**src/verilog/ipv4_csum_pkg.sv**
```systemverilog
// shared widths, state encoding and timing constants of the checksum helper
// headers carry no options, so a header is always exactly ten 16-bit words
package ipv4_csum_pkg;

    ////////////////////////////////////////////////////////////
    // header geometry
    ////////////////////////////////////////////////////////////

    // number of 16-bit words in an option-less header
    localparam int HEADER_WORDS = 10;
    localparam int LAST_WORD_INDEX = HEADER_WORDS - 1;

    // word 0 sits in the top 16 bits
    typedef logic [HEADER_WORDS*16-1:0] ipv4_header_t;

    // checksum or one header word
    typedef logic [15:0] csum_t;
    typedef logic [7:0] ttl_t;

    // index of a header word, 0 to 9
    typedef logic [3:0] word_index_t;

    // ones' complement sum over a valid header
    localparam csum_t CSUM_ALL_ONES = 16'hffff;

    ////////////////////////////////////////////////////////////
    // timing seen at the top level
    ////////////////////////////////////////////////////////////

    // accepted verify request to response strobe, in cycles
    localparam int VERIFY_LATENCY = 12;
    // update request to response strobe, in cycles
    localparam int UPDATE_LATENCY = 2;

    // verify engine states
    typedef enum logic [1:0] {
        verify_idle,
        verify_sum,
        verify_compare,
        verify_respond
    } verify_state_t;

    // 16-bit ones' complement add with end-around carry
    // a single fold is enough, the folded result cannot carry again
    function automatic csum_t ones_add(input csum_t a, input csum_t b);
        logic [16:0] total;
        total = {1'b0, a} + {1'b0, b};
        return total[15:0] + csum_t'(total[16]);
    endfunction

endpackage
```
**src/verilog/ipv4_csum_extern.sv**
```systemverilog
// checksum verify and ttl update externs, strobes only, no back-pressure
// verify answers after 12 cycles and drops requests while busy; update after 2
module ipv4_csum_extern (
    input  logic                        packet_data_in,
    input  logic                        reset,
    // verify channel
    input  logic                        verify_req_valid,
    input  ipv4_csum_pkg::ipv4_header_t verify_header,
    output logic                        verify_busy,
    output logic                        verify_resp_valid,
    output logic                        verify_ok,
    // update channel
    input  logic                        update_req_valid,
    input  ipv4_csum_pkg::csum_t        update_old_checksum,
    input  ipv4_csum_pkg::ttl_t         update_old_ttl,
    input  ipv4_csum_pkg::ttl_t         update_new_ttl,
    output logic                        update_resp_valid,
    output ipv4_csum_pkg::csum_t        update_new_checksum
);

    ////////////////////////////////////////////////////////////
    // verify engine
    ////////////////////////////////////////////////////////////

    logic                       capture;
    logic                       count_clear;
    logic                       count_enable;
    logic                       compare;
    logic                       respond;
    ipv4_csum_pkg::word_index_t word_index;
    logic                       word_last;

    // sequencing
    csum_verify_fsm i_csum_verify_fsm (
        .packet_data_in (packet_data_in),
        .reset          (reset),
        .req_valid      (verify_req_valid),
        .word_last      (word_last),
        .capture        (capture),
        .count_clear    (count_clear),
        .count_enable   (count_enable),
        .compare        (compare),
        .busy           (verify_busy),
        .respond        (respond)
    );

    // word select
    header_word_counter i_header_word_counter (
        .packet_data_in (packet_data_in),
        .reset          (reset),
        .clear          (count_clear),
        .enable         (count_enable),
        .word_index     (word_index),
        .word_last      (word_last)
    );

    // datapath, sums while the counter runs
    csum_accumulator i_csum_accumulator (
        .packet_data_in (packet_data_in),
        .reset          (reset),
        .capture        (capture),
        .header         (verify_header),
        .accumulate     (count_enable),
        .word_index     (word_index),
        .compare        (compare),
        .verify_ok      (verify_ok)
    );

    assign verify_resp_valid = respond;

    ////////////////////////////////////////////////////////////
    // update pipeline
    ////////////////////////////////////////////////////////////

    ttl_csum_update i_ttl_csum_update (
        .packet_data_in (packet_data_in),
        .reset          (reset),
        .req_valid      (update_req_valid),
        .old_checksum   (update_old_checksum),
        .old_ttl        (update_old_ttl),
        .new_ttl        (update_new_ttl),
        .resp_valid     (update_resp_valid),
        .new_checksum   (update_new_checksum)
    );

endmodule

```
**src/verilog/ttl_csum_update.sv**
```systemverilog
// incremental checksum update after a ttl change, hc' = ~(~hc + ~m + m')
// fully pipelined, takes a request every cycle, no stall
module ttl_csum_update (
    input  logic                 packet_data_in,
    input  logic                 reset,
    input  logic                 req_valid,
    input  ipv4_csum_pkg::csum_t old_checksum,
    input  ipv4_csum_pkg::ttl_t  old_ttl,
    input  ipv4_csum_pkg::ttl_t  new_ttl,
    output logic                 resp_valid,
    output ipv4_csum_pkg::csum_t new_checksum
);

    ////////////////////////////////////////////////////////////
    // stage 1
    ////////////////////////////////////////////////////////////

    // ttl is the upper byte of header word 4, protocol below it
    ipv4_csum_pkg::csum_t old_ttl_word;
    ipv4_csum_pkg::csum_t s1_sum;
    ipv4_csum_pkg::csum_t s1_sum_q;
    ipv4_csum_pkg::ttl_t  s1_new_ttl_q;
    logic                 s1_valid_q;
    ipv4_csum_pkg::csum_t s2_sum;

    assign old_ttl_word = {old_ttl, 8'h00};

    // ~hc + ~m
    assign s1_sum = ipv4_csum_pkg::ones_add(~old_checksum, ~old_ttl_word);

    always_ff @(posedge packet_data_in) begin
        if (reset) begin
            s1_valid_q <= 1'b0;
        end else begin
            s1_valid_q <= req_valid;
        end
    end

    // payload rides along with the valid bit
    always_ff @(posedge packet_data_in) begin
        s1_sum_q     <= s1_sum;
        s1_new_ttl_q <= new_ttl;
    end

    ////////////////////////////////////////////////////////////
    // stage 2
    ////////////////////////////////////////////////////////////

    // + m', new ttl word with a zero low byte
    assign s2_sum = ipv4_csum_pkg::ones_add(s1_sum_q, {s1_new_ttl_q, 8'h00});

    always_ff @(posedge packet_data_in) begin
        if (reset) begin
            resp_valid <= 1'b0;
        end else begin
            resp_valid <= s1_valid_q;
        end
    end

    // final complement gives the field value
    always_ff @(posedge packet_data_in) begin
        new_checksum <= ~s2_sum;
    end

endmodule

```
**src/verilog/csum_accumulator.sv**
```systemverilog
// serial ones' complement sum of a captured header, one word per cycle
// verdict stays stable from the respond cycle until the next compare
module csum_accumulator (
    input  logic                        packet_data_in,
    input  logic                        reset,
    input  logic                        capture,
    input  ipv4_csum_pkg::ipv4_header_t header,
    input  logic                        accumulate,
    input  ipv4_csum_pkg::word_index_t  word_index,
    input  logic                        compare,
    output logic                        verify_ok
);

    ////////////////////////////////////////////////////////////
    // captured header
    ////////////////////////////////////////////////////////////

    ipv4_csum_pkg::ipv4_header_t header_q;
    ipv4_csum_pkg::csum_t        header_words [ipv4_csum_pkg::HEADER_WORDS];
    ipv4_csum_pkg::csum_t        sum_q;
    ipv4_csum_pkg::csum_t        word_sel;

    // header held for the whole sum phase
    always_ff @(posedge packet_data_in) begin
        if (capture) begin
            header_q <= header;
        end
    end

    // split into words, word 0 from the msbs
    always_comb begin
        for (int i = 0; i < ipv4_csum_pkg::HEADER_WORDS; i++) begin
            header_words[i] = header_q[(ipv4_csum_pkg::LAST_WORD_INDEX - i)*16 +: 16];
        end
    end

    // word picked by the counter
    assign word_sel = header_words[word_index];

    ////////////////////////////////////////////////////////////
    // running sum and verdict
    ////////////////////////////////////////////////////////////

    always_ff @(posedge packet_data_in) begin
        if (reset) begin
            sum_q     <= '0;
            verify_ok <= 1'b0;
        end else begin
            if (capture) begin
                // fresh sum for the new header
                sum_q <= '0;
            end else if (accumulate) begin
                // carry folded back every cycle
                sum_q <= ipv4_csum_pkg::ones_add(sum_q, word_sel);
            end
            // checksum field included, so a good header sums to all ones
            if (compare) begin
                verify_ok <= (sum_q == ipv4_csum_pkg::CSUM_ALL_ONES);
            end
        end
    end

endmodule

```
**src/verilog/header_word_counter.sv**
```systemverilog
// steps through the header word indices while enabled
// runs one past 9 on the last sum cycle, the value is not used then
module header_word_counter (
    input  logic                       packet_data_in,
    input  logic                       reset,
    input  logic                       clear,
    input  logic                       enable,
    output ipv4_csum_pkg::word_index_t word_index,
    output logic                       word_last
);

    ////////////////////////////////////////////////////////////
    // index register
    ////////////////////////////////////////////////////////////

    always_ff @(posedge packet_data_in) begin
        if (reset) begin
            word_index <= '0;
        end else if (clear) begin
            // restart at word 0 for a new header
            word_index <= '0;
        end else if (enable) begin
            word_index <= word_index + 4'd1;
        end
    end

    // last word flag, comb so the fsm leaves sum on this cycle
    assign word_last =
        (word_index == ipv4_csum_pkg::word_index_t'(ipv4_csum_pkg::LAST_WORD_INDEX));

endmodule

```
**src/verilog/csum_verify_fsm.sv**
```systemverilog
// one verify request at a time; requests seen outside idle are dropped
// requester has to watch busy, there is no ready handshake
module csum_verify_fsm (
    input  logic packet_data_in,
    input  logic reset,
    input  logic req_valid,
    input  logic word_last,
    output logic capture,
    output logic count_clear,
    output logic count_enable,
    output logic compare,
    output logic busy,
    output logic respond
);

    ////////////////////////////////////////////////////////////
    // state register
    ////////////////////////////////////////////////////////////

    ipv4_csum_pkg::verify_state_t state;
    ipv4_csum_pkg::verify_state_t state_next;

    always_ff @(posedge packet_data_in) begin
        if (reset) begin
            state <= ipv4_csum_pkg::verify_idle;
        end else begin
            state <= state_next;
        end
    end

    ////////////////////////////////////////////////////////////
    // next state
    ////////////////////////////////////////////////////////////

    always_comb begin
        state_next = state;
        case (state)
            ipv4_csum_pkg::verify_idle: begin
                // accept only here
                if (req_valid) begin
                    state_next = ipv4_csum_pkg::verify_sum;
                end
            end
            ipv4_csum_pkg::verify_sum: begin
                // ten words, leave after the one at index 9
                if (word_last) begin
                    state_next = ipv4_csum_pkg::verify_compare;
                end
            end
            ipv4_csum_pkg::verify_compare: begin
                state_next = ipv4_csum_pkg::verify_respond;
            end
            ipv4_csum_pkg::verify_respond: begin
                state_next = ipv4_csum_pkg::verify_idle;
            end
            default: begin
                state_next = ipv4_csum_pkg::verify_idle;
            end
        endcase
    end

    ////////////////////////////////////////////////////////////
    // control strobes
    ////////////////////////////////////////////////////////////

    // capture header and zero the index in the accepting cycle
    assign capture      = (state == ipv4_csum_pkg::verify_idle) && req_valid;
    assign count_clear  = (state == ipv4_csum_pkg::verify_idle) && req_valid;
    // one word added per sum cycle
    assign count_enable = (state == ipv4_csum_pkg::verify_sum);
    assign compare      = (state == ipv4_csum_pkg::verify_compare);
    // response strobe lines up with the registered verdict
    assign respond      = (state == ipv4_csum_pkg::verify_respond);
    assign busy         = (state != ipv4_csum_pkg::verify_idle);

endmodule

```
**config.mk**
```make
export PLATFORM = sky130hd
export DESIGN_NAME = ipv4_csum_extern
export DESIGN_NICKNAME = d
export VERILOG_FILES = /design/src/verilog/ipv4_csum_pkg.sv /design/src/verilog/ipv4_csum_extern.sv /design/src/verilog/ttl_csum_update.sv /design/src/verilog/csum_accumulator.sv /design/src/verilog/header_word_counter.sv /design/src/verilog/csum_verify_fsm.sv
export SDC_FILE = /design/constraint.sdc
export NUM_CORES = 1
export LEC_CHECK = 0
export BUFFER_PORTS_ARGS = -buffer_cell sky130_fd_sc_hd__buf_2
export CORE_MARGIN = 2
export CORE_UTILIZATION = 50
export CTS_CLUSTER_SIZE = 30
export DETAILED_ROUTE_END_ITERATION = 8
export PLACE_DENSITY = 0.77
export SLEW_MARGIN = 10
export SYNTH_ARGS = -nofsm -noshare
export SYNTH_HDL_FRONTEND = slang
export SYNTH_SLANG_ARGS = --single-unit
```
**constraint.sdc**
```tcl
create_clock -name packet_data_in -period 5.46 [get_ports packet_data_in]
set_input_delay 0.546 -clock packet_data_in [delete_from_list [all_inputs] [get_ports packet_data_in]]
set_output_delay 0.546 -clock packet_data_in [all_outputs]
set_load 0.01 [all_outputs]
```
==> impl_results.md <==
- Post-synth EDFFs: between 150 and 200
- CTS sink cnt: ~230
- Psw: 2.11 mW
- Worst VDD drop: about 0.28 mV
- GPL Wtd Cong: ~0.9
- Dpl hpwl: 17000 µm
- Combinational Power Share: 0.353
- CTS H-Tree Depth: 1
- Area growth, synth to finish: 21.5%
- Synth Area in XOR/XNOR: 0.0581
- Worst-path cell chain: mux4_2 -> mux2i_1 -> o22ai_1 -> ha_1 -> fa_1 -> a21o_1 -> a221o_1 -> a2111oi_4 -> nor3b_2 -> o21ai_0 -> a21oi_1 -> o21ai_0 -> nand2b_1 -> ha_1 -> and3_1 -> o2111ai_1 -> a2111oi_4 -> nand4_1 -> xor3_1 -> a211oi_2
- Area of the core: between 20000 and 25000 µm²
- Mux cell area share after synthesis: 0.108
- Max FO, Critical Path: 11
- Vias per inst: 5.35
- GRT overflow: 0
- Hold Crit Class: in2reg
- Syn_area_per_cell: between 10 and 15 µm²
- Worst path max stage delay: 0.55 ns
- Crit path DAT: 5.52 ns
- Drt wl/cell: ~18 µm
- CP delay by family, top: compound AO/OA/AOI/OAI gates
- Multi-input gate area: slightly above 4000 µm²
- Grt met3 use: 0.0564
- Clk buf depth: 3
- Final Cell Area: ~13000 µm²
- Via count: approximately 6900
- CTS buffer count: 25
- Syn Nets: between 1000 and 1500
- Count of cell types in the netlist: between 60 and 70
- Antenna violations before repair: 12
- Post-Synth Adder-Cell Area: 0.0601
- Post-Synth Simple-Gate Area: 0.0845
- Switching share of total power: 0.327
- Worst Setup Path Type: reg2reg
- Post-Syn Area: about 10000 µm²
- Register bit count reported by yosys: 225
- Least-Margin Pin Slew: 0.987 ns
- Starting density of the core: 0.513
- Syn. warnings: 0
- Tcrit/Tclk final: 0.934
- CTS tree: yes
- Cell chosen for the clock root: clkbuf_16
- TritonRoute pass-1 iters: 4
- Gate count after technology mapping: 763
- Final setup fails: 0
- I/O pin count: between 200 and 250
- CTS clk-pin slew, worst paths: 0.06 ns
- Max-slew violations: 0
- DRC: 0
- Iteration-0 DRC Markers: between 300 and 400
- Met1 usage: 0.246
- Drt total wl: between 20000 and 25000 µm
- Post-synthesis compound-gate area fraction: 0.0799
- # port buffers: 215
- Crit end category: flop
- Critical Path RT: ~5.9 ns
- Final hold vios: 0
- Vias in the first global route: approximately 7000
- Critical-path top delay cell: mux4_2
- Placed cell area: between 10000 and 15000 µm²
- Slew HR: 0.342
- Top Usage Layer GRT: met2
- Largest net degree at the start of global routing: 75
- Die height: around 150 µm
- RSZ-0062 raised after global routing: false
- GR Layer Usage met2: 0.364
- Register area: between 6000 and 7000 µm²
- Clock latency on the worst-skew pair: about 0.5 ns
- Ys async rst share: 0
- Register area share after synthesis: 0.584
- Layout Cells excl Fill: 1283
- DRT antenna net count: 0
- Clock power frac: 0.260
- Setup TNS: 0 ns
- Power share of the sequential group: 0.387
- Power Density: 510 nW/µm²
- Worst Setup Start Kind: flop
- Layout cell share with drive strength beyond 1: 0.316
- Worst clock skew: just over 0.01 ns
- Max-cap viol count: 0
- Nets: 1232
- Die area: between 20000 and 25000 µm²
- Gr usage total: 0.206
- P_int: ~4.4 mW
- Filler cells: between 1500 and 2000
- Dpl cells: ~1200
- Status: completed
- Primary FF master, synth: edfxtp_1
- Die width: 149 µm
- Buf/Inv on CP: 0
- First-pass GRT wire length: ~36000 µm
- Min cycle time layout: about 5.1 ns
- Static leakage: roughly 5 nW
- Largest family of logic cells by synthesized area: multiplexers
- Fmax: around 200 MHz
- Row count: between 50 and 60
[per-layer routing]
metal	vias to the layer above	routed length, µm
li1	3356	-
met1	3251	8820
met2	197	11800
met3	46	1470
met4	8	582
met5	-	55
[final cells by class]
type,instances,share of cell area
Clock buffer,29,0.0512
Multi-Input combinational cell,476,0.323
Antenna cell,8,0.00158
Timing Repair Buffer,227,0.0928
Inverter,32,0.00946
Tap cell,270,0.0266
Clock inverter,16,0.0145
Sequential cell,225,0.481
[power groups by stage]
stage / sequential [mW] / combinational [mW] / clock, mW
after floorplan: 2.53 / 1.75 / 0
after global placement: 2.53 / 2.23 / 0
after detailed placement: 2.54 / 2.27 / 0
after CTS: 2.51 / 2.28 / 1.71
after global routing: 2.54 / 2.53 / 1.79
final: 2.50 / 2.29 / 1.68
[repair_timing]
action,CTS,global route
resized for setup,0,1
setup buffers,0,0
setup endpoints to repair,0,2
hold buffers,0,0
[cells by family after synthesis]
logic type,after synthesis
XOR/XNOR,66
multiplexers,73
buffers and inverters,62
AO/OA/AOI/OAI,120
AND/OR/NAND/NOR,168
adder cells (fa/ha/maj),49
flip-flops,225
[worst register-to-register path, delay by kind of cell, from the launching register on]
family | cells | cell delay (ns)
AO/OA/AOI/OAI | 10 | 2.10
XOR/XNOR | 1 | 0.24
flip-flops | 1 | 0.48
adder cells (fa/ha/maj) | 3 | 0.84
AND/OR/NAND/NOR | 4 | 0.62
multiplexers | 2 | 0.75
[worst paths after layout]
kind / cells after the start / end / slack, ns / from
worst max-delay path: 20 / i_csum_accumulator.sum_q[15] / 0.36 / i_header_word_counter.word_index[0]
worst min register to register: 1 / i_ttl_csum_update.new_checksum[4] / 0.43 / i_ttl_csum_update.s1_sum_q[4]
worst min-delay path: 1 / i_ttl_csum_update.s1_new_ttl_q[6] / 0.15 / update_new_ttl[6]
worst max register to register: 20 / i_csum_accumulator.sum_q[15] / 0.36 / i_header_word_counter.word_index[0]
[synthesized netlist by cell type, drive strengths merged, types with 2 or more instances]
cell type,number,share of area
a21boi,5,0.0036
mux2,2,0.0022
a211oi,16,0.012
or3,5,0.0032
xnor2,34,0.029
fa,2,0.0038
and3,11,0.0068
o31ai,2,0.0014
nand2,26,0.0093
o21bai,3,0.0022
nand4,17,0.010
clkbuf,19,0.0079
o21a,4,0.0029
a21oi,26,0.012
nor4,6,0.0036
nand3,17,0.0081
o21ai,16,0.0077
inv,32,0.011
xor2,30,0.025
dfxtp,65,0.12
mux4,32,0.069
edfxtp,160,0.46
nor3,7,0.0034
buf,11,0.0051
mux2i,39,0.037
a21o,11,0.0079
nand3b,3,0.0022
and2,7,0.0043
nor2b,5,0.0030
nor4b,3,0.0040
a2111oi,2,0.0053
nand2b,5,0.0030
nor2,49,0.018
o22ai,19,0.011
and4,3,0.0025
a31oi,3,0.0018
a221o,2,0.0019
ha,47,0.056
[stage by stage]
stage / util / hold WS [ns] / power, mW / setup slack [ns]
floorplan: - / 0.414 / 4.29 / 0.226
global placement: 0.581 / 0.418 / 4.76 / 0.516
detailed placement: 0.581 / 0.431 / 4.81 / 0.339
CTS: 0.622 / 0.133 / 6.50 / 0.308
global route: 0.623 / 0.129 / 6.86 / 0.0359
finish: 0.623 / 0.145 / 6.47 / 0.360
[state kept, by name, summed over array words and instances (netlist names)]
signal and cells:
i_ttl_csum_update.s1_new_ttl_q 8, i_csum_accumulator.sum_q 16, i_csum_accumulator.verify_ok 1, i_ttl_csum_update.new_checksum 16, i_csum_verify_fsm.state 2, i_ttl_csum_update.resp_valid 1, i_ttl_csum_update.s1_valid_q 1, i_ttl_csum_update.s1_sum_q 16
i_header_word_counter.word_index 4, i_csum_accumulator.header_q 160
[cell usage in the layout, fill, tap and decap left out, drive strengths merged, types with 30 or more instances in the layout]
cell type,count
edfxtp,160
mux2i,39
mux4,32
xor2,30
ha,47
inv,33
nor2,49
xnor2,34
buf,227
dfxtp,65
Power figures use the tool's default switching activity.
